$ cat src/verilog/recog_pkg.sv
`default_nettype none

package recog_pkg;

    localparam int CANVAS_W      = 32;
    localparam int CANVAS_PIXELS = 1024;
    localparam int POOL_K        = 4;      // pooling block side
    localparam int FEAT_W        = 8;      // pooled side
    localparam int NUM_FEATS     = 64;
    localparam int NUM_CLASSES   = 10;
    localparam int WB_BIAS_BASE  = 640;    // biases follow the weight block
    localparam int WB_WORDS      = WB_BIAS_BASE + NUM_CLASSES;

    typedef logic [9:0]          canvas_addr_t;  // y in [9:5], x in [4:0]
    typedef logic [5:0]          feat_idx_t;
    typedef logic [3:0]          class_t;
    typedef logic signed [15:0]  weight_t;
    typedef logic signed [23:0]  score_t;
    typedef logic [9:0]          wb_adr_t;

    typedef enum logic [2:0] {
        PH_IDLE,
        PH_READ,
        PH_DENSE,
        PH_DONE
    } phase_e;

    typedef struct packed {
        logic        cyc;
        logic        stb;
        logic        we;
        wb_adr_t     adr;
        logic [15:0] dat;
    } wb_req_t;

    typedef struct packed {
        logic        ack;
        logic [15:0] dat;
    } wb_rsp_t;

    typedef struct packed {
        logic      clear;       // load bias
        logic      accumulate;
        logic      last;        // final feature of the class
        class_t    cls;
        feat_idx_t feat;
    } mac_ctrl_t;

    typedef struct packed {
        logic   valid;
        class_t cls;
        score_t score;
    } class_score_t;

endpackage

`default_nettype wire

$ cat src/verilog/dense_mac.sv
`timescale 1ns/1ps
`default_nettype none

module dense_mac (
    input  logic                    clk,
    input  logic                    rst,
    input  recog_pkg::mac_ctrl_t    ctrl_i,
    input  recog_pkg::weight_t      weight_i,
    input  logic                    feat_bit_i,
    output recog_pkg::class_score_t score_o
);
    import recog_pkg::*;

    score_t acc;
    score_t addend;
    score_t sum;

    assign addend = feat_bit_i ? score_t'(weight_i) : '0;
    assign sum    = acc + addend;

    always_ff @(posedge clk) begin
        if (ctrl_i.clear) begin
            acc <= score_t'(weight_i);  // bias is the start value
        end else if (ctrl_i.accumulate) begin
            acc <= sum;
        end
    end

    always_ff @(posedge clk) begin
        if (rst) begin
            score_o.valid <= 1'b0;
        end else begin
            score_o.valid <= ctrl_i.last;
        end
        score_o.cls   <= ctrl_i.cls;
        score_o.score <= sum;  // includes the final weight
    end

    // last step is the final feature of the class
    a_last_on_final_feat: assert property (@(posedge clk) disable iff (rst)
        ctrl_i.last |-> ctrl_i.accumulate && (ctrl_i.feat == feat_idx_t'(NUM_FEATS - 1)));

endmodule

`default_nettype wire

$ cat config.mk
export PLATFORM = sky130hd
export DESIGN_NAME = dense_mac
export DESIGN_NICKNAME = d
export VERILOG_FILES = /design/src/verilog/recog_pkg.sv /design/src/verilog/dense_mac.sv
export SDC_FILE = /design/constraint.sdc
export NUM_CORES = 1
export LEC_CHECK = 0
export BUFFER_PORTS_ARGS = -buffer_cell sky130_fd_sc_hd__clkbuf_2
export CAP_MARGIN = 15
export CORE_ASPECT_RATIO = 1.75
export CORE_UTILIZATION = 40
export DETAILED_ROUTE_END_ITERATION = 10
export SLEW_MARGIN = 20
export SYNTH_ARGS = -nofsm -noshare
export SYNTH_HDL_FRONTEND = slang
export SYNTH_SLANG_ARGS = --single-unit
$ cat constraint.sdc
create_clock -name clk -period 4.39 [get_ports clk]
set_clock_uncertainty 0.1 [all_clocks]
set_input_delay 0.878 -clock clk [delete_from_list [all_inputs] [get_ports clk]]
set_output_delay 0.878 -clock clk [all_outputs]
set_load 0.05 [all_outputs]
### Word-level counts from Yosys, hierarchy flattened

Index checks and enable logic that the tools add are counted.

| storage, ports and cells | value |
|---|---|
| register bits after elaboration | 53 |
| input port bits | 32 |
| output and inout port bits | 29 |
| word-level logic and storage cells | 9 |

| operators by class | value |
|---|---|
| $add $sub $neg | 1 |
| mux-type cells | 3 |
| reductions and logical operators | 1 |

Operators by type and width:

| operator | count |
|---|---|
| $mux W24 | 3 |
| $add A24 B24 Y24 | 1 |
| $reduce_bool A2 Y1 | 1 |

### Depth between registers and ports, before layout

Gate-level depths: netlist of the first run.

| logic depth | value |
|---|---|
| depth after elaboration | 4 |
| mapped depth | 12 |
| mapped depth without buffers | 10 |

### Worst setup path after synthesis of the first run

Ideal clock, no wire load.

| timing | value |
|---|---|
| path type | input to register |
| start | input feat_bit_i |
| end | register acc[15], data pin |
| setup time | 0.270 ns |
| arrival time | 3.239 ns |
| required time | 4.020 ns |
| path slack | 0.781 ns |
| stages on the path | 11 |
| path buffers | 2 |
| cells stage by stage | clkbuf_1 > clkbuf_1 > and2_1 > ha_1 > nor3_2 > nor4_4 > a2111oi_2 > nor2_1 > xnor2_1 > mux2i_1 > a21oi_1 |

| on the way | value |
|---|---|
| cells in the longest elaborated chain, start to end | 4 |

Ends and longest elaborated chain:

| what | line | source |
|---|---|---|
| from (decl) | dense_mac.sv:9 | `input logic feat_bit_i,` |
| $mux W24 | dense_mac.sv:18 | `assign addend = feat_bit_i ? score_t'(weight_i) : '0;` |
| $add A24 B24 Y24 | dense_mac.sv:19 | `assign sum = acc + addend;` |
| $mux W24 | dense_mac.sv:24 | `end else if (ctrl_i.accumulate) begin` |
| $mux W24 | dense_mac.sv:22 | `if (ctrl_i.clear) begin` |
| to (signal assigned) | dense_mac.sv:23 | `acc <= score_t'(weight_i);` |
| to (signal assigned) | dense_mac.sv:25 | `acc <= sum;` |
| to (decl) | dense_mac.sv:14 | `score_t acc;` |

No other way between the ends. The select of a mux whose other input is x is not followed.
A chain may end at the register's enable or synchronous reset.

### Final worst setup path of the first run

| timing | value |
|---|---|
| start | input feat_bit_i |
| end | register acc[18], data pin |

| on the way | value |
|---|---|
| cells in the longest elaborated chain, start to end | 4 |

Ends and longest elaborated chain:

| what | line | source |
|---|---|---|
| $mux W24 | dense_mac.sv:18 |  |
| $add A24 B24 Y24 | dense_mac.sv:19 |  |
| via sum[18] | dense_mac.sv:16 | `score_t sum;` |
| $mux W24 | dense_mac.sv:24 |  |
| $mux W24 | dense_mac.sv:22 |  |

The timed path passes the listed nets, and every way through them passes these cells. The select of a mux whose other input is x is not followed.

==> results of run 1 <==
## stage by stage
stage | setup WS, ps | hold slack [ps] | total power [uW] | cell area [um2] | instances
6_report | 640 | 402 | 1910 | 3510 | 450
3_5_place_dp | 416 | 389 | 1480 | 3340 | 442
5_1_grt | 556 | 439 | 2010 | 3510 | 450
3_3_place_gp | 465 | 382 | 1470 | 3340 | 442
4_1_cts | 729 | 407 | 1930 | 3510 | 450
2_1_floorplan | 781 | 368 | 1310 | 3020 | 314
## per-layer routing
metal,vias to the layer above,track usage (%),routed length (um)
met5,-,0,0
met4,0,10.9,237
met3,16,3.39,210
met2,50,33.2,3620
met1,1158,20.1,2710
li1,1226,-,-
## where the power goes
group          total [uW]  internal, uW  switching (uW)  leakage [uW]
clock network         447           252             195     0.0000841
registers             700           648            52.3      0.000491
logic                 762           224             538      0.000942
## cell type report
cell class,count,area [um2]
flip-flops and latches,53,1300
clock buffers,6,150
clock inverters,2,20.0
well taps,86,108
repair buffers,56,285
fillers,719,3770
multi-input cells,243,1640
inverters,4,15.0
## Yosys cell counts, drive strengths merged, types with 2 or more instances
master	number
or2	2
inv	4
buf	7
o21ai	7
o21bai	2
a2111oi	2
nor4	3
mux2	4
xnor2	19
a31o	2
o21a	7
or3	2
dfxtp	29
nand2	53
mux2i	3
a21oi	15
nand3	9
o211ai	4
a211oi	4
nor2	15
nand2b	3
and2	19
or4	3
edfxtp	24
and3	3
xor2	8
a21o	4
nor2b	2
ha	15
a21bo	2
a31oi	2
nor3	9
o32a	2
nand4	2
clkbuf	7
## logic make-up after synthesis
logic type / share of synthesized area (%)
buffers and inverters: 2.90
multiplexers: 2.48
adder cells (fa/ha/maj): 6.87
flip-flops: 43.0
AND/OR/NAND/NOR: 21.9
AO/OA/AOI/OAI: 15.0
XOR/XNOR: 7.82
## state kept, by name (all words and copies together) (netlist names)
| register | count |
|---|---|
| acc | 24 |
| score_o | 29 |
## critical path, delay by kind of cell
| kind | cells | cell delay [ps] |
|---|---|---|
| buf+inv | 1 | 300 |
| compound gates | 6 | 1450 |
| simple gates | 1 | 250 |
| fa+ha+maj | 2 | 640 |
| xor+xnor | 1 | 180 |
## path summary, 6_finish.rpt
path | to | cells past startpoint
setup reg to reg | acc[18] | 9
setup / recovery | acc[18] | 11
hold / removal | score_o[0] | 1
hold reg to reg | score_o[0] | 1
## layout by cell type (no fill, tap or decap), types with 3 or more instances in the layout
master,n
a21o_1,4
xor2_1,8
nand3_1,9
ha_1,15
dfxtp_1,29
o21ai_0,5
clkbuf_2,54
xnor2_1,19
mux2_2,4
inv_1,3
nand2_1,52
nand2b_1,3
mux2i_1,3
and3_1,3
and2_1,19
o211ai_1,3
a211oi_1,4
clkbuf_16,6
o21a_1,6
nor3_1,7
nor2_1,15
or4_1,3
a21oi_1,15
edfxtp_1,24
==> flow_summary.ini, run 1 <==
[outcome]
status = finished, final reports clean

[worst_hold_path]
worstHoldPathType = flip-flop to flip-flop
min_from = acc[0]

[synth]
synth_cell_types = 64
synth_warnings = 0
syn_area_per_cell_um2 = 9.63
yosysTopAreaCell = edfxtp_1
synth_seq_cells = 53
syn-instance-count = 314
synth_ff_type = dfxtp_1
synth_edf_count = 24
yosys.area.top_type_share_pct = 23.8
yosysSeqAreaShare_pct = 43.0
synth-async-reset-ratio_pct = 0
synth_area_leaders = edfxtp_1 (24%), dfxtp_1 (19%), nand2_1 (6.5%)
synth_area_um2 = 3020
synthesis.nets = 362

[cts]
cts_resized = 0
cts_setup_buffers = 0
clkSinkCount = 53
cts_tree = yes
clk_pin_slew_worst_paths_ps = 70
ctsHoldBuffers = 0
clock_path_buffers = 2
clk_latency_ps = 300
htreeDepth = 2
root_buffer = clkbuf_16
cts_buffers = 5

[setup_path]
setup.worst_path.class = input port to flip-flop
arrival_ps = 3710
crit_path_start_kind = input port
slowest_delay_ps = 420
crit_chain = clkbuf_2 > and2_1 > ha_1 > fa_1 > a21oi_1 > o211ai_1 > a31oi_1 > a31o_2 > o221ai_1 > xnor2_1 > o21a_1
cp-end-kind = flip-flop
ff2ff_setup_slack_ps = 1390
cp.required_ps = 4350
crit_path_start = feat_bit_i
r2r_start = acc[0]
critPathMaxFanout = 22
cpMaxStageDelayCell = fa_1

[detailed_routing]
vias = 2450
detail_route.first_pass.iterations = 4
drtIter0Drc = 136
wl_um = 6780
drc = 0
viasPerCell = 5.44
drtAntennaViolNets = 0
routedWlPerCell_um = 15.1

[cells_and_area]
antennaDiodeCount = 0
fin_nets = 411
final_core_util_pct = 48.2
drive_above_1_share_pct = 21.7
area_growth_pct = 16.2

[grt]
grt_pass1_wl_um = 11000
grt_pass1_vias = 2347
track_usage_pct = 18.8
antenna_found_initial = 0
overflow = 0
grt_max_degree = 26

[timing]
setup_viol = 0
fmax_mhz = 267
hold_viol_final = 0
rsz0062_at_grt = no
post-route-period-util_pct = 85.4
period_needed_ps = 3750
slew_viol_final = 0
max_slew_margin_pct = 54.0
worst_pin_slew_ps = 689
setup_tns_ps = 0

[floorplan]
initial_utilization_pct = 41.5
die_h_um = 117
core_um2 = 7280
die_w_um = 67.7
dieArea_um2 = 7930
io_pins = 61
rows = 41

[flow_run]
cap_violations = 0

[place]
place.gp.congestion = 0.904
numPortBuffers = 54
dp_hpwl_um = 4840

[pwr]
irDropWorstVdd_mv = 0.249
power.leakage_uw = 0.00152
power.density_nw_per_um2 = 543
(Power assumes the default switching activity.)
==> inputs of run 2 (changes only) <==
--- a/config.mk
+++ b/config.mk
@@ -6,7 +6,6 @@
 export NUM_CORES = 1
 export LEC_CHECK = 0
 export BUFFER_PORTS_ARGS = -buffer_cell sky130_fd_sc_hd__clkbuf_2
-export CAP_MARGIN = 15
 export CORE_ASPECT_RATIO = 1.75
 export CORE_UTILIZATION = 40
 export DETAILED_ROUTE_END_ITERATION = 10
==> constraint.sdc (replaced) <==
create_clock -name clk -period 4.39 [get_ports clk]
set_clock_uncertainty 0.1 [all_clocks]
set_input_delay 0.2195 -clock clk [delete_from_list [all_inputs] [get_ports clk]]
set_output_delay 0.2195 -clock clk [all_outputs]
set_load 0.05 [all_outputs]
==> run 2 against run 1 <==
Against the previous run: die area unchanged; sequential power about the same; cell count increased by 0.67%; flip-flop and latch count unchanged; maximum frequency increased by 19%; utilization increased by 0.17 points; power decreased by 2.5%; register-to-register slack got worse by 100 ps; count of clock-buffer cells in the layout decreased by 1; sequential share of layout area decreased by 0.13 points; via count decreased by 1.8%; critical path type unchanged; critical endpoint unchanged.
==> flow_summary.ini, run 2 (synthesis results as in run 1) <==
[outcome]
status = finished, final reports clean

[timing]
max_slew_margin_pct = 54.0
post-route-period-util_pct = 72.1
slew_viol_final = 0
fmax_mhz = 316
hold_viol_final = 0
rsz0062_at_grt = no
period_needed_ps = 3160
worst_pin_slew_ps = 690
setup_tns_ps = 0
setup_viol = 0

[detailed_routing]
routedWlPerCell_um = 15.1
wl_um = 6840
drtAntennaViolNets = 0
drtIter0Drc = 135
vias = 2405
viasPerCell = 5.31
detail_route.first_pass.iterations = 4
drc = 0

[floorplan]
die_h_um = 117
core_um2 = 7280
die_w_um = 67.7
dieArea_um2 = 7930
io_pins = 61
initial_utilization_pct = 41.5
rows = 41

[setup_path]
cp_top_family = compound AO/OA/AOI/OAI gates
cpMaxStageDelayCell = a31oi_1
cp-end-kind = flip-flop
critPathMaxFanout = 22
setup.worst_path.class = input port to flip-flop
rr_endpoint = acc[18]
ff2ff_setup_slack_ps = 1290
arrival_ps = 3110
cp.required_ps = 4340
crit_path_start_kind = input port
r2r_start = acc[0]
ff2ff_path_depth = 9
critical_path_buf_inv_count = 1
slowest_delay_ps = 510
crit_chain = clkbuf_2 > and2_1 > ha_1 > fa_1 > a21oi_1 > o211ai_1 > a31oi_1 > a31o_2 > o221ai_1 > xnor2_1 > o21a_1

[cells_and_area]
fin_nets = 414
final_common_cell = clkbuf_2
largest_reg_flops = 29
layout_common_cells = clkbuf_2 (54), nand2_1 (52), dfxtp_1 (29), edfxtp_1 (24)
stdcell_area_um2 = 3530
antennaDiodeCount = 0
top_regs = score_o: 29 flops, acc: 24 flops
drive_above_1_share_pct = 21.0
post_layout_nonfiller_instances = 453
area_growth_pct = 16.6
top_register = score_o

[grt]
overflow = 0
antenna_found_initial = 0
grt_pass1_vias = 2331
track_usage_pct = 19.0
grt_max_degree = 26
grt_pass1_wl_um = 11100

[place]
numPortBuffers = 54
placedCellCount = 440
place.gp.congestion = 0.884
place_area_um2 = 3330
dp_hpwl_um = 4920

[cts]
clock_path_buffers = 2
clk_pin_slew_worst_paths_ps = 70
clkSinkCount = 53
cts_tree = yes
root_buffer = clkbuf_16
clk_latency_ps = 290
cts_setup_buffers = 0
htreeDepth = 2
cts_resized = 0
ctsHoldBuffers = 5
cts_buffers = 5

[pwr]
irDropWorstVdd_mv = 0.214
power.leakage_uw = 0.00152
power.density_nw_per_um2 = 528

[worst_hold_path]
worstHoldPathType = input port to flip-flop
whs_path_depth = 2
min_from = ctrl_i[10]
worstHoldEndpoint = score_o[28]

[flow_run]
cap_violations = 0
## run 2: layout make-up
type,count,area (um2)
clock buffers,5,125
clock inverters,3,22.5
fillers,743,3760
repair buffers,59,320
well taps,86,108
flip-flops and latches,53,1300
multi-input cells,243,1640
inverters,4,15.0
## run 2: how the worst max path moves through the flow
| stage | startpoint | endpoint | slack, ps | depth (start not counted) |
|---|---|---|---|---|
| finish | feat_bit_i | acc[18] | 1230 | 11 |
| global route | feat_bit_i | acc[18] | 1040 | 11 |
| CTS | feat_bit_i | acc[18] | 1240 | 11 |
| detailed placement | feat_bit_i | acc[18] | 930 | 11 |
| global placement | feat_bit_i | acc[18] | 980 | 11 |
| floorplan | feat_bit_i | acc[15] | 1440 | 11 |
## run 2: metal layers
metal / routed length (um) / vias to the layer above / track usage, %
met5: 0 / - / 0
met2: 3770 / 57 / 34.1
met3: 261 / 10 / 3.39
met1: 2660 / 1105 / 21.0
li1: - / 1233 / -
met4: 145 / 0 / 8.51
## run 2: power breakdown
group          leakage, uW  total, uW  switching, uW  internal, uW
Sequential        0.000491        700           52.4           648
Clock            0.0000738        397            184           213
Combinational     0.000954        764            540           224
Total              0.00152       1860            776          1090
## run 2: per-stage QoR
stage                     setup WS, ps  utilization (%)  total power, uW  hold slack, ps
after floorplan                   1440                -             1310             147
after global placement             977             45.7             1470             222
after detailed placement           935             45.7             1470             223
after CTS                         1240             48.4             1880            25.1
after global routing              1040             48.4             1970            50.7
final                             1230             48.4             1860            33.5
