===== src/verilog/recog_pkg.sv =====
`default_nettype none

package recog_pkg;

    localparam int CANVAS_W      = 32;
    localparam int CANVAS_PIXELS = 1024;
    localparam int POOL_K        = 4;      // pooling block side
    localparam int FEAT_W        = 8;      // pooled side
    localparam int NUM_FEATS     = 64;
    localparam int NUM_CLASSES   = 10;
    localparam int WB_BIAS_BASE  = 640;    // biases follow the weight block
    localparam int WB_WORDS      = WB_BIAS_BASE + NUM_CLASSES;

    typedef logic [9:0]          canvas_addr_t;  // y in [9:5], x in [4:0]
    typedef logic [5:0]          feat_idx_t;
    typedef logic [3:0]          class_t;
    typedef logic signed [15:0]  weight_t;
    typedef logic signed [23:0]  score_t;
    typedef logic [9:0]          wb_adr_t;

    typedef enum logic [2:0] {
        PH_IDLE,
        PH_READ,
        PH_DENSE,
        PH_DONE
    } phase_e;

    typedef struct packed {
        logic        cyc;
        logic        stb;
        logic        we;
        wb_adr_t     adr;
        logic [15:0] dat;
    } wb_req_t;

    typedef struct packed {
        logic        ack;
        logic [15:0] dat;
    } wb_rsp_t;

    typedef struct packed {
        logic      clear;       // load bias
        logic      accumulate;
        logic      last;        // final feature of the class
        class_t    cls;
        feat_idx_t feat;
    } mac_ctrl_t;

    typedef struct packed {
        logic   valid;
        class_t cls;
        score_t score;
    } class_score_t;

endpackage

`default_nettype wire


===== src/verilog/argmax_result.sv =====
`timescale 1ns/1ps
`default_nettype none

module argmax_result (
    input  logic                    clk,
    input  logic                    rst,
    input  recog_pkg::class_score_t score_i,
    input  logic                    done_i,
    output logic                    result_valid_o,
    output recog_pkg::class_t       result_o
);
    import recog_pkg::*;

    score_t best_score;
    class_t best_cls;
    logic   take;
    class_t win_cls;

    // strictly greater, so the earliest class keeps a tie
    assign take    = score_i.valid && (score_i.cls == '0 || score_i.score > best_score);
    assign win_cls = take ? score_i.cls : best_cls;  // last class may still be in flight

    always_ff @(posedge clk) begin
        if (rst) begin
            best_cls       <= '0;
            result_valid_o <= 1'b0;
            result_o       <= '0;
        end else begin
            if (take) best_cls <= score_i.cls;
            result_valid_o <= done_i;
            if (done_i) result_o <= win_cls;
        end
        if (take) best_score <= score_i.score;
    end

    a_class_in_range: assert property (@(posedge clk) disable iff (rst)
        score_i.valid |-> score_i.cls < class_t'(NUM_CLASSES));

endmodule

`default_nettype wire


===== config.mk =====
export PLATFORM = sky130hd
export DESIGN_NAME = argmax_result
export DESIGN_NICKNAME = d
export VERILOG_FILES = /design/src/verilog/recog_pkg.sv /design/src/verilog/argmax_result.sv
export SDC_FILE = /design/constraint.sdc
export NUM_CORES = 1
export LEC_CHECK = 0
export BUFFER_PORTS_ARGS = -buffer_cell sky130_fd_sc_hd__buf_4
export CAP_MARGIN = 15
export CORE_MARGIN = 2
export CORE_UTILIZATION = 35
export CTS_CLUSTER_SIZE = 8
export DETAILED_ROUTE_END_ITERATION = 6
export GPL_ROUTABILITY_DRIVEN = 0
export PLACE_DENSITY_LB_ADDON = 0.15
export SLEW_MARGIN = 20
export SYNTH_ARGS = -nofsm -noshare
export SYNTH_HDL_FRONTEND = slang
export SYNTH_SLANG_ARGS = --single-unit

===== constraint.sdc =====
create_clock -name clk -period 5.1 [get_ports clk]
set_clock_uncertainty 0.2 [all_clocks]
set_input_delay 0.765 -clock clk [delete_from_list [all_inputs] [get_ports clk]]
set_output_delay 0.765 -clock clk [all_outputs]
set_load 0.02 [all_outputs]

### Word-level counts from Yosys, hierarchy flattened

Cells that the tools add are included.

| operators by class | value |
|---|---|
| shift-type cells | 0 |
| $mul | 0 |
| bitwise gates (word level) | 0 |
| muxes and demuxes | 1 |
| divide/modulo/power cells | 0 |
| reductions and logical operators | 3 |
| order comparisons | 1 |
| add/sub/neg operators | 0 |
| eq/ne operators | 0 |

Operators with widths:

| kind | number |
|---|---|
| $gt 24x24->1 | 1 |
| $logic_not 4->1 | 1 |
| $mux 4 | 1 |
| $logic_and 1x1->1 | 1 |
| $logic_or 1x1->1 | 1 |

| storage, ports and cells | value |
|---|---|
| register bits | 33 |
| latch bits | 0 |
| memories | 0 |
| memory bits (writable) | 0 |
| logic and storage cells | 9 |
| output and inout port bits | 5 |
| ROM bits | 0 |
| bits of input ports | 32 |

### Longest topological paths before layout

Gate-level depths: netlist (run 1).

| logic depth | value |
|---|---|
| depth after elaboration | 4 |
| depth in mapped cells | 10 |
| gate-level depth less buffers | 9 |

### Worst setup path after synthesis (run 1)

OpenSTA, ideal clock, no wires.

| timing path | value |
|---|---|
| path kind | input to register |
| start | input score_i[22] in the netlist's numbering |
| end | register best_score[0], enable pin |
| stages | 8 |
| data arrival time | 2.676 ns |
| data required time | 4.576 ns |
| buffers on the path | 1 |
| slack | 1.899 ns |
| path through | ha_1 > a21oi_1 > nand2_1 > a221oi_1 > o21a_1 > a21oi_1 > clkbuf_1 > or3_2 |

| between the ends | value |
|---|---|
| word-level cells in the longest chain between the ends | 3 |

RTL lines:

| element | line | source |
|---|---|---|
| start, declared | argmax_result.sv:7 | `input recog_pkg::class_score_t score_i,` |
| $gt 24x24->1 | argmax_result.sv:20 | `assign take = score_i.valid && (score_i.cls == '0 \|\| score_i.score > best_score);` |
| $logic_or 1x1->1 | argmax_result.sv:20 |  |
| $logic_and 1x1->1 | argmax_result.sv:20 |  |
| via take | argmax_result.sv:16 | `logic take;` |
| end signal, assigned | argmax_result.sv:33 | `if (take) best_score <= score_i.score;` |
| end, declared | argmax_result.sv:14 | `score_t best_score;` |

The timed path passes the listed nets, and every way through them passes these cells.
A chain may end at the register's enable or synchronous reset.

### Worst setup path after layout (run 1)

| timing path | value |
|---|---|
| start | input score_i[23] in the netlist's numbering |
| end | register best_score[1], enable pin |

The elaborated chain is that of the path after synthesis.

==> summary.txt, run 1 <==
Flow run
  • Maxcap violations: 0

Cells and area
  • Share of cells above drive strength 1: 24.4%
  • Util after Layout: a little under half
  • P&R area growth vs syn: 23.9%
  • Filler instances: ~480
  • Layout Cells excl Fill: 268
  • Final nets: 256
  • Register Area: 901 um2
  • Multi-input gate area: 764 um2
  • ANT cells: 0

Global routing
  • Largest net degree at the start of global routing: 25
  • Initial antenna violation count: 0
  • Global route overflow: 0
  • Total global routing track utilization: between 10% and 20%
  • Vias in the first global route: 1324
  • First-pass GRT wire length: 5620 um

STA
  • Ratio of final minimum period to clock period: approximately two thirds
  • Final count of pins violating max slew: 0
  • Max frequency: 298 MHz
  • Tmin final: 3360 ps
  • Final setup viols: 0
  • Max-slew headroom: 56.5%
  • WHS: 275 ps
  • Unrepaired setup endpoints after global routing: false
  • Worst Tran Pin Value: between 600 and 700 ps
  • Setup tns final: 0 ps
  • Final hold vios: 0

Setup path
  • Worst R2R Setup Slack: a little under 2000 ps
  • Crit path depth: 7
  • Worst R2R Start: best_score[23]
  • Slowest-stage cell, CP: or3_2
  • CP peak stage delay: between 600 and 700 ps
  • Worst r2r dst: best_score[1]
  • Critical path, cell by cell: buf_4 > ha_1 > nand4_4 > nor4_4 > o31ai_1 > a21oi_1 > or3_2
  • Kind of critical path: input pin to register
  • Worst setup path endpoint: best_score[1]
  • Critical path fanouts, max: 24
  • CP arrival: 3070 ps
  • Critical Path Start: score_i[23]
  • Critical Path Start Type: input pin
  • Critical Path RT: roughly 4800 ps
  • Worst path bufs/invs: 1
  • FF-to-FF path depth: 7
  • CP top delay family: simple AND/OR/NAND/NOR gates
  • Crit. End Element: register

Yosys
  • Post-synthesis async set-or-reset flop share: 0%
  • Post-synth EDFFs: 24
  • Cell with the most instances after synthesis: inv_1
  • Mapped Cells: 160
  • Syn Std Cell Area: between 0.0015 and 0.002 mm2
  • Most used flip-flop cell after synthesis: edfxtp_1
  • Synth warnings: 0
  • Synth top area share: 40.4%
  • Most common library cells after synthesis: 26 x inv_1, 24 x edfxtp_1, 24 x ha_1
  • Sequential area share after synthesis: a little over 50%
  • Syn_area_per_cell: 11.1 um2
  • Area contributors post-synth: edfxtp_1 40%, ha_1 17%, dfxtp_1 10%
  • Yosys cell types: 32
  • Yosys reg bits: 33
  • Syn Nets: between 200 and 250
  • Synth area leader: edfxtp_1

Power
  • Cell internal pwr: 0.000490 W
  • Sequential share of power: 49.9%
  • Sw Ratio: 25.8%
  • Part of the power in the clock network: 29.8%
  • Leakage: slightly below 1 nW
  • Combinational power share: 20.3%
  • Psw: 0.000170 W
  • Maximum vdd drop: 129 uV
  • Pwr dens: 299 mW/mm2

Hold path
  • Hold Path Class: register to register
  • HP Start: result_o[2]

Placed design
  • DP HPWL: around 2600 um
  • Dpl cells: 260
  • I/O Buffers: 36

Die
  • DIE AREA: 0.00568 mm2
  • Io pins: 37
  • Die height: between 70 and 80 um
  • Die Wd: roughly 75 um
  • Std cell rows: 25
  • Area of the core: a little under 0.005 mm2
  • Effective utilization at floorplan: 37.0%

Clock network
  • CTS resizes: 0
  • TritonCTS Buffers: 5
  • Sink Count: 33
  • Clk Latency, worst-skew pair: 280 ps
  • CTS root buffer: clkbuf_8
  • Post-CTS Setup Repair Bufs: 0
  • H-Tree Depth: 2
  • Clock slew at reported path FFs: roughly 60 ps
  • CTS tree: built
  • Cts hold-fix bufs: 0
  • Clock buffer depth: 2

Routing
  • Wire per inst: 12.3 um
  • Wire length after detailed routing: 3300 um
  • First-pass detailed-route iteration total: 4
  • Vias per std cell: 4.77
  • Post-DRT Antenna Nets: 0
  • Initial DRC Count: 58
  • Via count: 1279
  • Drt drc: 0

Outcome
  • Status: complete, no violations
==> worst min-delay path by stage <==
stage                              to  slack [ps]  depth (start not counted)
after floorplan           best_cls[3]         330                          3
after global placement    result_o[2]         260                          2
after detailed placement  result_o[2]         260                          2
after CTS                 result_o[2]         270                          2
after global routing      result_o[2]         290                          2
final                     result_o[2]         280                          2
==> logic make-up (layout without fill, tap and decap cells) <==
logic type	after synthesis	after routing	share of synthesized area (%)
fa+ha+maj	24	24	16.9
simple gates	38	38	14.1
compound gates	36	36	11.9
flops	33	33	50.6
buf+inv	29	70	6.53
==> per-stage QoR <==
| step | area (um2) | setup slack [ps] | power (W) |
|---|---|---|---|
| 6_report | 2210 | 1740 | 0.000660 |
| 5_1_grt | 2210 | 1490 | 0.000701 |
| 4_1_cts | 2210 | 1740 | 0.000670 |
| 3_5_place_dp | 2120 | 1460 | 0.000470 |
| 3_3_place_gp | 2120 | 1570 | 0.000466 |
| 2_1_floorplan | 1780 | 1900 | 0.000422 |
==> power groups by stage <==
stage	Combinational, W	Clock (W)	Sequential [W]
3_5_place_dp	0.000135	0	0.000335
4_1_cts	0.000137	0.000204	0.000330
5_1_grt	0.000154	0.000215	0.000332
6_report	0.000134	0.000197	0.000329
3_3_place_gp	0.000132	0	0.000334
2_1_floorplan	0.0000855	0	0.000336
==> routing by layer <==
metal	GRT usage, %	wire length [um]	part of all wire [%]
met1	16.0	1470	45
met2	21.9	1630	49
met3	3.57	161	4.9
met4	4.09	39	1.2
met5	0	0	0
==> worst min-delay path: stages (launching register included) <==
cell and delay, ps:
dfxtp_1 330, nand2_1 60, o211ai_2 50
==> registers in the layout (all words and copies together), names as in the netlist <==
register        flops
best_score         24
best_cls            4
result_valid_o      1
result_o            4
==> placed cells by master (no fill, tap or decap), types with 2 or more instances in the layout <==
cell type,instances
edfxtp_1,24
or4b_1,2
a21oi_1,16
buf_4,36
nor2_1,6
clkbuf_8,6
inv_1,26
o21ai_0,10
nand2b_1,3
dfxtp_1,9
clkbuf_1,2
nand3_1,2
nand4_1,4
o211ai_1,3
ha_1,24
nand2_1,11
==> layout make-up <==
class | instances | share of cell area [%]
clock buffer | 8 | 4.08
inverter | 26 | 4.42
multi-input combinational | 98 | 34.6
sequential | 33 | 40.8
tap | 67 | 3.80
timing repair buffer | 36 | 12.2
No activity file was read; power rests on OpenSTA's default activity.
==> run 2, diff against run 1 <==
==> constraint.sdc (replaced) <==
create_clock -name clk -period 3.3 [get_ports clk]
set_clock_uncertainty 0.2 [all_clocks]
set_input_delay 0.495 -clock clk [delete_from_list [all_inputs] [get_ports clk]]
set_output_delay 0.495 -clock clk [all_outputs]
set_load 0.02 [all_outputs]
==> run 2 against run 1 <==
Effect of this change: setup slack got worse by 1200 ps; register-to-register slack got worse by 1400 ps; largest cell class unchanged; via count rose by 1.9%; non-clock buffer count rose by 2; core utilization rose by 0.34 points; clock-buffer cell count fell by 2.
==> summary.txt, run 2 (synthesis results as in run 1) <==
Outcome
  • Status: complete, no violations

Clock network
  • Clock buffer depth: 2 (unchanged)
  • CTS tree: built
  • H-Tree Depth: 2 (unchanged)
  • Cts hold-fix bufs: 0 (unchanged)
  • Post-CTS Setup Repair Bufs: 0 (unchanged)
  • Clock slew at reported path FFs: 70 ps (about the same)
  • Clk Latency, worst-skew pair: 280 ps (about the same)
  • TritonCTS Buffers: 5 (unchanged)
  • Sink Count: 33 (unchanged)
  • CTS resizes: 0 (unchanged)
  • CTS root buffer: clkbuf_8

Cells and area
  • Most frequent cells in the layout: 38 x buf_4, 26 x inv_1, 24 x ha_1, 24 x edfxtp_1, 16 x a21oi_1
  • Max reg flops: 24 (unchanged)
  • Share of cells above drive strength 1: 25.6% (+1.2 points)
  • Final nets: 258 (+0.78%)
  • Leading cell type in the layout, fill and taps excluded: buf_4
  • Filler instances: 463 (-2.9%)
  • ANT cells: 0 (unchanged)
  • Design Area, Final: 0.00222 mm2 (+0.74%)
  • Largest register by flop count: best_score
  • Biggest regs: best_score (24), best_cls (4), result_o (4)
  • P&R area growth vs syn: 24.8%

Die
  • Std cell rows: 25 (unchanged)
  • Effective utilization at floorplan: 37.0% (unchanged)
  • Area of the core: 0.00482 mm2 (unchanged)
  • Die height: 75.4 um (unchanged)
  • Io pins: 37 (unchanged)
  • DIE AREA: 0.00568 mm2 (unchanged)
  • Die Wd: 75.4 um (unchanged)

Routing
  • Vias per std cell: 4.83 (+1.1%)
  • Drt drc: 0 (unchanged)
  • Via count: 1303 (+1.9%)
  • Wire length after detailed routing: 3380 um (+2.4%)
  • Initial DRC Count: 67 (+16%)
  • Post-DRT Antenna Nets: 0 (unchanged)
  • First-pass detailed-route iteration total: 4 (unchanged)
  • Wire per inst: 12.5 um (+1.6%)

STA
  • Unrepaired setup endpoints after global routing: false
  • Max-slew headroom: 53.0% (-3.5 points)
  • Worst Tran Pin Value: 698 ps (+45.3 ps)
  • Max frequency: 363 MHz
  • Tmin final: ~2800 ps
  • WHS: 194 ps (-81.2 ps)
  • Final hold vios: 0 (unchanged)
  • Ratio of final minimum period to clock period: 83.5%
  • Final count of pins violating max slew: 0 (unchanged)
  • Final setup viols: 0 (unchanged)
  • Setup tns final: 0 ps (unchanged)

Placed design
  • DP HPWL: 2640 um (+2.6%)
  • I/O Buffers: 36 (unchanged)
  • Placed Area: 0.00213 mm2 (+0.71%)

Setup path
  • Critical Path RT: 3110 ps (-1700 ps)
  • FF-to-FF path depth: 8 (+1)
  • Worst r2r dst: best_score[12]
  • Critical Path Start: best_score[23]
  • Worst R2R Setup Slack: 540 ps (-1440 ps)
  • Kind of critical path: register to register
  • Worst R2R Start: best_score[23]
  • Crit. End Element: register
  • Critical Path Start Type: register
  • CP arrival: 2560 ps (-510 ps)
  • Worst setup path endpoint: best_score[12]
  • Critical path fanouts, max: 24 (unchanged)

Power
  • Leakage: 1.01 nW (+1.4%)
  • Pwr dens: 462 mW/mm2 (+54%)
  • Total Power: 0.00103 W (+56%)
  • Maximum vdd drop: 155 uV (+20%)

Global routing
  • Total global routing track utilization: 13.5% (+0.55 points)
  • Vias in the first global route: 1322 (-0.15%)
  • Global route overflow: 0 (unchanged)
  • Largest net degree at the start of global routing: 25 (unchanged)
  • Initial antenna violation count: 0 (unchanged)
  • First-pass GRT wire length: 5710 um (+1.5%)

Hold path
  • Hold Path Class: input pin to register

Flow run
  • Maxcap violations: 0 (unchanged)
==> run 2: cell types whose count changed in the layout (fill, tap and decap cells not counted) <==
cell,change
buf_4,+2
clkbuf_1,-2
clkinv_1,+1
clkinv_2,+1
==> run 2: area by class of cell <==
cell class	instances	area, um2	share of cell area (%)
flip-flops and latches	33	901	40.5
multi-input cells	98	764	34.4
repair buffers	38	285	12.8
inverters	26	97.6	4.39
well taps	67	83.8	3.77
clock buffers	6	82.6	3.71
clock inverters	2	8.76	0.394
==> run 2: worst min path at each step <==
stage | start | endpoint | cells past startpoint
after floorplan | best_cls[3] | best_cls[3] | 3
after global placement | result_o[2] | result_o[2] | 2
after detailed placement | result_o[2] | result_o[2] | 2
after CTS | score_i[0] | best_score[0] | 1
after global routing | score_i[2] | best_score[2] | 1
final | score_i[0] | best_score[0] | 1
==> run 2: metrics by stage <==
| stage | instances | worst slack (ps) | utilization, % |
|---|---|---|---|
| 3_3_place_gp | 262 | 327 | 44.3 |
| 4_1_cts | 270 | 511 | 46.2 |
| 3_5_place_dp | 262 | 264 | 44.3 |
| 2_1_floorplan | 160 | 369 | - |
| 6_report | 270 | 545 | 46.2 |
| 5_1_grt | 270 | 332 | 46.2 |
==> run 2: metal layers <==
layer	track usage (%)	part of all wire (%)	vias to the layer above
met5	0	0	-
met4	5.26	1.7	0
met2	23.1	49	29
li1	-	-	660
met1	15.7	45	607
met3	4.23	4.8	7
==> run 2: report_power, final <==
part / switching, W / leakage (nW) / total [W] / internal (W)
clock network: 0.000142 / 0.0486 / 0.000307 / 0.000165
logic: 0.000118 / 0.657 / 0.000212 / 0.0000938
registers: 0.0000112 / 0.299 / 0.000508 / 0.000497
==> run 2: critical path, stage by stage, from the launching register on <==
cell and delay [ps]:
edfxtp_1 320, inv_1 40, ha_1 360, nand4_4 140, nor4_4 320, o31ai_1 130
and4b_4 260, or3_2 440, buf_4 250
