<file path="config.mk">
export PLATFORM = sky130hd
export DESIGN_NAME = feature_map
export DESIGN_NICKNAME = d
export VERILOG_FILES = /design/src/verilog/recog_pkg.sv /design/src/verilog/feature_map.sv
export SDC_FILE = /design/constraint.sdc
export NUM_CORES = 1
export LEC_CHECK = 0
export ABC_AREA = 1
export BUFFER_PORTS_ARGS = -buffer_cell sky130_fd_sc_hd__buf_2
export CORE_MARGIN = 10
export CORE_UTILIZATION = 47
export DETAILED_ROUTE_END_ITERATION = 6
export PLACE_DENSITY = 0.66
export SYNTH_ARGS = -nofsm -noshare
export SYNTH_HDL_FRONTEND = slang
export SYNTH_SLANG_ARGS = --single-unit
</file>
<file path="constraint.sdc">
create_clock -name clk -period 1.8 [get_ports clk]
set_input_delay 0.27 -clock clk [delete_from_list [all_inputs] [get_ports clk]]
set_output_delay 0.27 -clock clk [all_outputs]
set_load 0.05 [all_outputs]
</file>
<file path="src/verilog/recog_pkg.sv">
`default_nettype none

package recog_pkg;

    localparam int CANVAS_W      = 32;
    localparam int CANVAS_PIXELS = 1024;
    localparam int POOL_K        = 4;      // pooling block side
    localparam int FEAT_W        = 8;      // pooled side
    localparam int NUM_FEATS     = 64;
    localparam int NUM_CLASSES   = 10;
    localparam int WB_BIAS_BASE  = 640;    // biases follow the weight block
    localparam int WB_WORDS      = WB_BIAS_BASE + NUM_CLASSES;

    typedef logic [9:0]          canvas_addr_t;  // y in [9:5], x in [4:0]
    typedef logic [5:0]          feat_idx_t;
    typedef logic [3:0]          class_t;
    typedef logic signed [15:0]  weight_t;
    typedef logic signed [23:0]  score_t;
    typedef logic [9:0]          wb_adr_t;

    typedef enum logic [2:0] {
        PH_IDLE,
        PH_READ,
        PH_DENSE,
        PH_DONE
    } phase_e;

    typedef struct packed {
        logic        cyc;
        logic        stb;
        logic        we;
        wb_adr_t     adr;
        logic [15:0] dat;
    } wb_req_t;

    typedef struct packed {
        logic        ack;
        logic [15:0] dat;
    } wb_rsp_t;

    typedef struct packed {
        logic      clear;       // load bias
        logic      accumulate;
        logic      last;        // final feature of the class
        class_t    cls;
        feat_idx_t feat;
    } mac_ctrl_t;

    typedef struct packed {
        logic   valid;
        class_t cls;
        score_t score;
    } class_score_t;

endpackage

`default_nettype wire

</file>
<file path="src/verilog/feature_map.sv">
`timescale 1ns/1ps
`default_nettype none

module feature_map (
    input  logic                    clk,
    input  logic                    rst,
    input  logic                    clear_i,
    input  logic                    sample_i,
    input  recog_pkg::canvas_addr_t addr_i,
    input  logic                    pixel_i,
    input  recog_pkg::feat_idx_t    feat_idx_i,
    output logic                    feat_bit_o
);
    import recog_pkg::*;

    logic [NUM_FEATS-1:0] feats;
    feat_idx_t            pool_idx;

    // block row times pooled width plus block column
    assign pool_idx = feat_idx_t'((addr_i / CANVAS_W / POOL_K) * FEAT_W
                                  + (addr_i % CANVAS_W) / POOL_K);

    always_ff @(posedge clk) begin
        if (rst || clear_i) begin
            feats <= '0;
        end else if (sample_i && pixel_i) begin
            feats[pool_idx] <= 1'b1;  // max of binary pixels
        end
    end

    always_ff @(posedge clk) begin
        feat_bit_o <= feats[feat_idx_i];  // aligned with weight read
    end

endmodule

`default_nettype wire

</file>
Word-level counts from Yosys, hierarchy flattened --
Index checks and enable logic that the tools add are counted.
Word-level totals: flip-flop bits (word level) 65, input bits 21, word-level logic and storage cells 14
Cells by class: add/subtract/negate cells 1, magnitude comparators 3, mux-type cells 4, bitwise operators 1, reductions and logical operators 3
Operator list (number):
- $or A64 B64 Y64 | 1
- $lt A6 B7 Y1 const B | 2
- $add A6 B3 Y6 | 1
- $bmux W1 S6 | 1
- $demux W1 S6 | 1
- $ge A6 B1 Y1 const B | 1
- $logic_and A1 B1 Y1 | 2
- $mux W1 | 2
- $logic_or A1 B1 Y1 | 1

Logic depth before layout (Yosys ltp) --
Gate-level depths: netlist of the first run.
depth in word-level cells 6, mapped depth 11

Worst setup path before layout of the first run --
No wires, ideal clock.
path type in2reg, start point input feat_idx_i[1], end point register feat_bit_o, arrival 1146 ps, required time 1687 ps, slack 541 ps, cell stages on the path 10, cells stage by stage buf_2 > inv_1 > buf_2 > nand3_1 > nand3_1 > nand2_1 > nand2_1 > nand3_1 > nand3_1 > nand2_1
On the way: word-level cells in the longest chain between the ends 2
Ends and longest elaborated chain:
- start: declaration | RTL line feature_map.sv:11 | input recog_pkg::feat_idx_t feat_idx_i,
- $bmux W1 S6 | RTL line feature_map.sv:32 | feat_bit_o <= feats[feat_idx_i];
- $mux W1 (not written as such) | RTL line feature_map.sv:32
- end signal: assignment | RTL line feature_map.sv:32
- end: declaration | RTL line feature_map.sv:12 | output logic feat_bit_o
Every way passes these cells. The select of a mux whose other input is x is not followed. A chain may end at the register's enable or synchronous reset.

Worst setup path after layout of the first run --
start point input addr_i[3], end point register feats[0]
On the way: word-level cells in the longest chain between the ends 6, elaborated cells on any way between the ends 7, those cells by class add/sub (1); order compare (2); mux (2); bitwise (1); reduce/logical (1)
Ends and longest elaborated chain:
- start: declaration | RTL line feature_map.sv:9 | input recog_pkg::canvas_addr_t addr_i,
- $add A6 B3 Y6 (*) | RTL line feature_map.sv:21 | + (addr_i % CANVAS_W) / POOL_K);
- $lt A6 B7 Y1 (not written as such) / $ge A6 B1 Y1 (equally long branches) | RTL line feature_map.sv:27 | feats[pool_idx] <= 1'b1;
- $logic_and A1 B1 Y1 (not written as such) | RTL line feature_map.sv:27
- $mux W1 (not written as such) | RTL line feature_map.sv:27
- $demux W1 S6 (*) | RTL line feature_map.sv:27
- $or A64 B64 Y64 (no source line) (*)
- end signal: assignment | RTL line feature_map.sv:25 | feats <= '0;
- end signal: indexed assignment | RTL line feature_map.sv:27
- end: declaration | RTL line feature_map.sv:16 | logic [NUM_FEATS-1:0] feats;
Every way passes the cells marked *; elsewhere a longest branch is shown, timed or not.

==> impl_results.md, run 1 <==
* #FFs+latches synth at 65
* Worst setup SP type: input port
* First-pass GRT wire length at 12500 um
* Pre-antenna DRT Iters at 4
* Critical Path RT at 2070 ps
* TritonCTS Buffers at 9
* Min cycle time layout at 1390 ps
* Core ar. at 0.00589 mm^2
* Largest net degree at the start of global routing at 65
* # H-tree levels at 3
* Clk buf depth at 2
* RSZ-0062 raised after global routing: false
* Endpoints failing setup at 0
* Gr ovfl total at 0
* Final setup TNS at 0 ps
* Setup Fix Bufs, Post-CTS at 0
* Chip height at 97.7 um
* Gpl congestion at 0.800
* Top cells by area, synth: dfxtp_1, nand2_1, a21oi_1
* Leakage at 1.23 nW
* Nets at 438
* Syn Std Cell Area at 0.00284 mm^2
* R2R Path End: feat_bit_o
* Ports at 22
* Mapped Cells at 393
* Fill cell count at 586
* Final wirelength at 7660 um
* Starting DRT DRC Count at 186
* Worst Hold Path EP: feat_bit_o
* Number of remaining DRC errors at 0
* F_max at 720 MHz
* CP max FO at 6
* Tot GR Track Use at 0.163
* Final Max Slew Viols at 0
* Worst Tran Pin Value at 1060 ps
* WHS Path Cells at 3
* Most frequent cells in the layout: nand2_1, nor2_1, dfxtp_1
* Hold wc startpoint: feat_idx_i[5]
* Slew headroom at 0.290
* Post-synthesis sequential area ratio at 0.458
* Crit path DAT at 1660 ps
* Wire length per cell at 15.4 um
* Status: finished clean
* Routed Antenna Nets at 0
* Port Buffer Count at 17
* CTS tree: yes
* Initial Util at 0.483
* Hold/Removal Path Class: in2reg
* Commonest non-fill, non-tap cell in the layout: nand2_1
* Synthesized area per cell at 7.23 um^2
* # hold bufs at CTS at 0
* Worst R2R Setup Slack at 820 ps
* Die area at 0.00955 mm^2
* Worst-case clock skew at 4.11 ps
* DIE WIDTH at 97.7 um
* Post-CTS sizing at 0
* Post-DP HPWL at 4880 um
* Proportion of layout cells with a drive suffix above 1 at 0.150
* Post-DP Area at 0.00308 mm^2
* Fin area at 0.00327 mm^2
* Unique masters post-synth at 17
* Vias in the first global route at 2478
* Inserted Diodes at 0
* Crit Path Category: in2reg
* Worst skew pair latency at 340 ps
* Post-synth top area share at 0.458
* Worst setup EP type: flip-flop
* Synth area leader: dfxtp_1
* Vias per cell at 5.35
* Period utilisation layout at 0.771
* Number of synthesis warnings at 0
* Clk slew on worst S/H paths at 70 ps
* Root Driver: clkbuf_8
* Maximum Capacitance Violations at 0
* Max IR drop VDD at 0.000585 V
* R2R depth at 8
* Placement row count at 28
* Area Growth Syn to Fin at 15.2%
* Initial antenna violation count at 0
* Hold Vio Cnt, Final at 0
* Worst R2R Start: feats[7]
* DR vias at 2653
* Power Density at 897 mW/mm^2
* Clk sink count at 65
* Synthesized Nets at 414
-- kinds of logic (layout without fill, tap and decap cells) --
group,count (synthesis),count (layout),synth area share
buffers and inverters,35,63,0.0520
DFF,65,65,0.458
and+or+nand+nor,229,229,0.377
AOI/OAI and AO/OA,64,64,0.113
-- how the worst max path moves through the flow --
stage	start	end	slack [ps]	cells after the start
after global routing	addr_i[9]	feats[0]	350	4
final	addr_i[3]	feats[0]	410	6
after global placement	addr_i[3]	feats[16]	200	6
after detailed placement	addr_i[3]	feats[0]	150	6
after CTS	addr_i[3]	feats[0]	510	6
after floorplan	feat_idx_i[1]	feat_bit_o	540	10
-- worst max-delay path, cell delays in order --
cell     delay (ps)
buf_2           120
nor2_1           90
inv_1            70
nor3_1          810
a21oi_1         160
nor2_1          140
-- per-layer routing --
| layer | wire (um) | share of wire | up-vias | global-route usage |
|---|---|---|---|---|
| met5 | 0 | 0 | - | 0 |
| met1 | 3380 | 0.44 | 1207 | 0.198 |
| met3 | 534 | 0.070 | 17 | 0.0550 |
| met4 | 189 | 0.025 | 0 | 0.0626 |
| li1 | - | - | 1345 | - |
| met2 | 3560 | 0.46 | 84 | 0.259 |
-- cells in the mapped netlist --
cell type	instances
dfxtp_1	65
nor2_1	67
inv_4	3
clkbuf_1	11
nor4_4	2
or2_1	1
nand2_2	1
a21oi_1	64
nand2_1	87
nor3_1	6
buf_1	1
or2_2	1
nor3_4	5
nand3_1	54
buf_2	7
nor3_2	5
inv_1	13
-- flip-flops by register name, indices dropped and copies added, names as in the netlist --
| signal | flops |
|---|---|
| feat_bit_o | 1 |
| feats | 64 |
-- through the flow --
| step | hold WS (ps) | power [W] | util | std cells | setup WS (ps) |
|---|---|---|---|---|---|
| floorplan | 404 | 0.00164 | - | 393 | 541 |
| global placement | 439 | 0.00174 | 0.523 | 481 | 200 |
| detailed placement | 446 | 0.00174 | 0.523 | 481 | 146 |
| CTS | 183 | 0.00296 | 0.556 | 496 | 508 |
| global route | 204 | 0.00305 | 0.556 | 496 | 350 |
| finish | 202 | 0.00293 | 0.556 | 496 | 412 |
-- final cells by class --
class	count	area (um^2)	area share
timing repair buffer	32	223	0.0681
multi-input combinational	293	1390	0.425
sequential	65	1300	0.398
inverter	16	67.6	0.0207
clock inverter	3	40.0	0.0122
clock buffer	12	155	0.0474
tap	75	93.8	0.0287
-- power breakdown --
part	leakage, nW	switching [W]	total [W]	internal, W
Sequential	0.524	0.00000154	0.00144	0.00144
Combinational	0.606	0.000188	0.000265	0.0000776
Clock	0.102	0.000521	0.00122	0.000703
Total	1.23	0.000710	0.00293	0.00222
Power figures use the tool's default switching activity.
==> run 2, diff against run 1 <==
--- a/config.mk
+++ b/config.mk
@@ -10,7 +10,7 @@
 export CORE_MARGIN = 10
 export CORE_UTILIZATION = 47
 export DETAILED_ROUTE_END_ITERATION = 6
-export PLACE_DENSITY = 0.66
+export PLACE_DENSITY = 0.68
 export SYNTH_ARGS = -nofsm -noshare
 export SYNTH_HDL_FRONTEND = slang
 export SYNTH_SLANG_ARGS = --single-unit
==> constraint.sdc (replaced) <==
create_clock -name clk -period 1.15 [get_ports clk]
set_input_delay 0.1725 -clock clk [delete_from_list [all_inputs] [get_ports clk]]
set_output_delay 0.1725 -clock clk [all_outputs]
set_load 0.05 [all_outputs]
==> run 2 against run 1 <==
Against the previous run: worst setup slack got worse by 340 ps; utilization grew 3.8 points; final cell count up 2.8%; combinational power grew 83%; die area unchanged; sequential share of layout area down 2.5 points; power increased by 74%; worst hold slack lost 120 ps; sequential cell count unchanged; via count up 1.8%; largest cell class unchanged; largest power group is now the clock network.
==> impl_results.md, run 2 (synthesized netlist as in run 1, its figures left out) <==
* Status: finished clean
* Max IR drop VDD at 0.00104 V
* Largest Register: feats
* Largest net degree at the start of global routing at 65
* Proportion of layout cells with a drive suffix above 1 at 0.177
* Largest stage delay on the critical path at 310 ps
* Gr ovfl total at 0
* Crit Path Category: reg2out
* Min cycle time layout at 1080 ps
* CP max stage cell: dfxtp_1
* Largest register FFs at 64
* Fill cell count at 558
* Vias in the first global route at 2692
* Inserted Diodes at 0
* Bufs and invs on worst path at 1
* Clk buf depth at 2
* CP delay by family, top: flip-flops
* Pre-antenna DRT Iters at 4
* Initial antenna violation count at 0
* Worst Tran Pin Value at 623 ps
* Period utilisation layout at 0.937
* Number of remaining DRC errors at 0
* Final critical-path setup slack at 72.4 ps
* CTS tree: yes
* Post-DP HPWL at 4960 um
* Place WS at -100 ps
* TritonCTS Buffers at 9
* Port Buffer Count at 17
* Endpoints failing setup at 0
* Post-CTS sizing at 0
* Leakage at 1.34 nW
* Final Max Slew Viols at 0
* Wire length per cell at 14.9 um
* Worst setup SP type: flip-flop
* Storage cell area at 0.00130 mm^2
* F_max at 928 MHz
* Clk slew on worst S/H paths at 70 ps
* # H-tree levels at 3
* Crit path cell chain: buf_2
* Core ar. at 0.00589 mm^2
* First-pass GRT wire length at 12900 um
* Nets at 451
* Chip height at 97.7 um
* Power, Total at 0.00511 W
* Setup Fix Bufs, Post-CTS at 0
* WHS Path Cells at 3
* Die area at 0.00955 mm^2
* Worst-case clock skew at 3.04 ps
* Stages on worst setup path at 1
* Routed Antenna Nets at 0
* Most frequent cells in the layout: nand2_1, nor2_1, dfxtp_1
* Post-DP Area at 0.00325 mm^2
* CP max FO at 1
* Critical Path RT at 980 ps
* Starting DRT DRC Count at 181
* Commonest non-fill, non-tap cell in the layout: nand2_1
* Tot GR Track Use at 0.164
* Clk sink count at 65
* Placement row count at 28
* Final wirelength at 7610 um
* Initial Util at 0.483
* Worst skew pair latency at 340 ps
* Crit path DAT at 910 ps
* Hold/Removal Path Class: in2reg
* Fin area at 0.00349 mm^2
* Maximum Capacitance Violations at 0
* DIE WIDTH at 97.7 um
* Worst setup EP type: output pin
* Area Growth Syn to Fin at 23.0%
* Root Driver: clkbuf_8
* Slew headroom at 0.582
* Gpl congestion at 0.859
* RSZ-0062 raised after global routing: false
* DR vias at 2701
* # hold bufs at CTS at 0
* R2R depth at 8
* Fin Hold WS at 82.3 ps
* Final setup TNS at 0 ps
* Multi-input gate area at 0.00139 mm^2
* Power Density at 1460 mW/mm^2
* Hold Vio Cnt, Final at 0
* Vias per cell at 5.30
* Biggest regs: feats x64, feat_bit_o x1
* Ports at 22
==> run 2: per-layer routing <==
| layer | global-route usage | share of wire | vias up |
|---|---|---|---|
| met3 | 0.0550 | 0.069 | 10 |
| met2 | 0.264 | 0.47 | 89 |
| li1 | - | - | 1369 |
| met5 | 0 | 0 | - |
| met4 | 0.0638 | 0.014 | 0 |
| met1 | 0.198 | 0.45 | 1233 |
==> run 2: final timing paths <==
path	startpoint	end	slack (ps)
worst max-delay path	feat_bit_o	feat_bit_o	70
worst min register to register	feats[58]	feats[58]	450
worst min-delay path	feat_idx_i[5]	feat_bit_o	80
worst max register to register	feats[19]	feat_bit_o	140
==> run 2: cell type report <==
class | instances | area share
clock buffer | 11 | 0.0405
clock inverter | 5 | 0.0294
inverter | 16 | 0.0193
multi-input combinational | 293 | 0.398
sequential | 65 | 0.372
tap | 75 | 0.0269
timing repair buffer | 45 | 0.113
==> run 2: power by group <==
part / internal, W / switching, W
clock network: 0.00150 / 0.000869
registers: 0.00226 / 0.00000242
logic: 0.000175 / 0.000310
total: 0.00393 / 0.00118
==> run 2: worst reg2reg max path, stage by stage (launching register included) <==
cell	delay, ps
dfxtp_1	310
nand2_1	60
nand3_1	80
nand3_1	110
nand2_1	80
nand2_1	70
nand3_1	70
nand3_1	80
nand2_1	50
==> run 2: metrics by stage <==
| step | util | std cells |
|---|---|---|
| 2_1_floorplan | - | 393 |
| 3_5_place_dp | 0.552 | 494 |
| 3_3_place_gp | 0.552 | 494 |
| 5_1_grt | 0.594 | 510 |
| 6_report | 0.594 | 510 |
| 4_1_cts | 0.594 | 510 |
==> run 3, diff against run 2 <==
--- a/config.mk
+++ b/config.mk
@@ -5,12 +5,12 @@
 export SDC_FILE = /design/constraint.sdc
 export NUM_CORES = 1
 export LEC_CHECK = 0
-export ABC_AREA = 1
+export ABC_AREA = 0
 export BUFFER_PORTS_ARGS = -buffer_cell sky130_fd_sc_hd__buf_2
 export CORE_MARGIN = 10
 export CORE_UTILIZATION = 47
 export DETAILED_ROUTE_END_ITERATION = 6
-export PLACE_DENSITY = 0.68
+export PLACE_DENSITY = 0.66
 export SYNTH_ARGS = -nofsm -noshare
 export SYNTH_HDL_FRONTEND = slang
 export SYNTH_SLANG_ARGS = --single-unit
==> constraint.sdc (replaced) <==
create_clock -name clk -period 1.4 [get_ports clk]
set_input_delay 0.21 -clock clk [delete_from_list [all_inputs] [get_ports clk]]
set_output_delay 0.21 -clock clk [all_outputs]
set_load 0.05 [all_outputs]
==> run 3 against run 2 <==
Against the previous run: the flow now finishes with violations (negative setup slack); die area fell by 5.7%; sequential share of layout area increased by 3.7 points; global-route usage is 0.71 points lower; non-clock buffer count shrank 2; sequential cell count is the same; largest power group unchanged.
==> impl_results.md, run 3 <==
* Biggest regs: feats x64, feat_bit_o x1
* Min cycle time layout at 1770 ps
* Vias per cell at 5.45
* Cell-internal power at 0.00318 W
* Number of synthesis warnings at 0
* Worst-case clock skew at 7.33 ps
* EDFF count, synth at 0
* Wire length per cell at 16.8 um
* Crit path cell chain: mux4_2, mux4_2, or2_0, a32o_1
* Initial Util at 0.482
* Crit path from: feats[23]
* DR vias at 2129
* Gpl congestion at 0.807
* Post-synth top area share at 0.494
* Leakage at 1.19 nW
* Final wirelength at 6570 um
* Routed Antenna Nets at 0
* # hold bufs at CTS at 0
* Final Max Slew Viols at 0
* Top cells by area, synth: dfxtp_1, a21oi_1, nor2_1
* Synth area leader: dfxtp_1
* Status: finished, violations left
* WHS Path Cells at 2
* Hold/Removal Path Class: in2reg
* Nets at 335
* Final critical-path setup slack at -366 ps
* Synthesized area per cell at 9.45 um^2
* Hold wc startpoint: feat_idx_i[5]
* Proportion of layout cells with a drive suffix above 1 at 0.232
* Maximum Capacitance Violations at 0
* Clk slew on worst S/H paths at 70 ps
* DIE WIDTH at 94.9 um
* Gr ovfl total at 0
* Post-DP Area at 0.00295 mm^2
* CTS tree: yes
* CP delay by family, top: multiplexers
* Sequential power share at 0.460
* Initial antenna violation count at 0
* Power, Total at 0.00403 W
* F_max at 566 MHz
* Die area at 0.00901 mm^2
* Fin Hold WS at 158 ps
* Final setup TNS at -366 ps
* CP max stage cell: mux4_2
* Endpoints failing setup at 1
* Period utilisation layout at 1.26
* Ports at 22
* Net Sw Frac at 0.211
* Most frequent cells in the layout: nor2_1, dfxtp_1, a21oi_1
* CP max FO at 2
* Tot GR Track Use at 0.157
* Top FF cell, synth: dfxtp_1
* First-pass GRT wire length at 10800 um
* Part of the power in the clock network at 0.478
* Critical Path RT at 1630 ps
* Port Buffer Count at 17
* Slew headroom at 0.376
* Hold Vio Cnt, Final at 0
* Crit path top cell by count: mux4_2
* Commonest non-fill, non-tap cell in the layout: nor2_1
* # H-tree levels at 3
* Vias in the first global route at 2071
* R2R depth at 4
* FFs w/ async S/R, synth at 0
* Worst skew pair latency at 330 ps
* Power Density at 1270 mW/mm^2
* Combinational power share at 0.062
* TritonCTS Buffers at 9
* Starting DRT DRC Count at 195
* Stages on worst setup path at 4
* Worst R2R Start: feats[23]
* Clk buf depth at 2
* Chip height at 94.9 um
* Inserted Diodes at 0
* Largest register FFs at 64
* Crit path DAT at 2000 ps
* Post-DP HPWL at 4460 um
* Unique masters post-synth at 27
* Mapped Cells at 279
* Syn Std Cell Area at 0.00264 mm^2
* Worst Tran Pin Value at 934 ps
* Max IR drop VDD at 0.000727 V
* Core ar. at 0.00547 mm^2
* RSZ-0062 raised after global routing: true
* Most frequent cells after synthesis: nor2_1, dfxtp_1, a21oi_1
* Largest net degree at the start of global routing at 65
* Fin area at 0.00319 mm^2
* Area Growth Syn to Fin at 20.9%
* Root Driver: clkbuf_8
* Largest Register: feats
* Violated checks: negative setup slack
* Post-synthesis sequential area ratio at 0.494
* Worst setup SP type: flip-flop
* Crit Path Category: reg2reg
* Largest stage delay on the critical path at 470 ps
* Bufs and invs on worst path at 0
* Placement row count at 27
* #FFs+latches synth at 65
* Layout Utilization at 0.582
* Top-count cell post-synth: nor2_1
* Worst setup EP type: flip-flop
* NetSw at 0.000851 W
* Clk sink count at 65
* Number of remaining DRC errors at 0
* Pre-antenna DRT Iters at 4
* Synthesized Nets at 300
==> run 3: cell types whose count changed in the layout (fill, tap and decap cells not counted), moves of 9 or more <==
cell	before	now
nand2_1	87	4
mux4_2	0	13
nand3_1	54	5
nor2_1	67	76
inv_1	13	0
==> run 3: logic make-up (layout without fill, tap and decap cells) <==
group / count (synthesis) / in the layout / synth area share
flops: 65 / 65 / 0.494
simple gates: 108 / 108 / 0.180
buf+inv: 19 / 59 / 0.0304
compound gates: 70 / 70 / 0.141
mux: 17 / 17 / 0.155
==> run 3: layer usage <==
metal | GRT usage | vias to the layer above | wire length, um
li1 | - | 1052 | -
met4 | 0.0474 | 0 | 59
met1 | 0.204 | 1020 | 2980
met2 | 0.241 | 52 | 3110
met3 | 0.0531 | 5 | 418
met5 | 0 | - | 0
==> run 3: metrics by stage <==
step                cells  setup slack, ps
floorplan             279             -345
global placement      375             -496
detailed placement    375             -517
CTS                   391             -399
global route          391             -407
finish                391             -366
==> run 3: final timing paths <==
path,end,slack [ps]
max,feat_bit_o,-370
min,feat_bit_o,160
max reg2reg,feat_bit_o,-370
min reg2reg,feats[61],460
==> run 3: cell type report <==
type                       instances  area (um^2)
fill                             505         2290
sequential                        65         1300
multi-input combinational        195         1240
timing repair buffer              43          305
clock buffer                      11          141
clock inverter                     5          103
tap                               72         90.1
==> run 3: what timing repair did <==
| action | 4_1_cts | 5_1_grt |
|---|---|---|
| setup endpoints to repair | 1 | 1 |
| pin swaps | 1 | 1 |
| endpoints found under the hold margin | 0 | 0 |
| setup buffers | 0 | 0 |
| gates resized for setup | 4 | 1 |
==> run 3: power groups by stage <==
stage / Combinational (W) / Sequential (W) / Clock, W
6_report: 0.000251 / 0.00186 / 0.00193
5_1_grt: 0.000273 / 0.00185 / 0.00206
4_1_cts: 0.000250 / 0.00186 / 0.00197
3_5_place_dp: 0.000249 / 0.00190 / 0
3_3_place_gp: 0.000247 / 0.00190 / 0
2_1_floorplan: 0.000136 / 0.00190 / 0
==> run 3: worst register-to-register path: cells and delay by family, from the launching register on <==
family             cells  cell delay [ps]
and+or+nand+nor        1              220
AOI/OAI and AO/OA      1              200
muxes                  2              930
DFF                    1              320
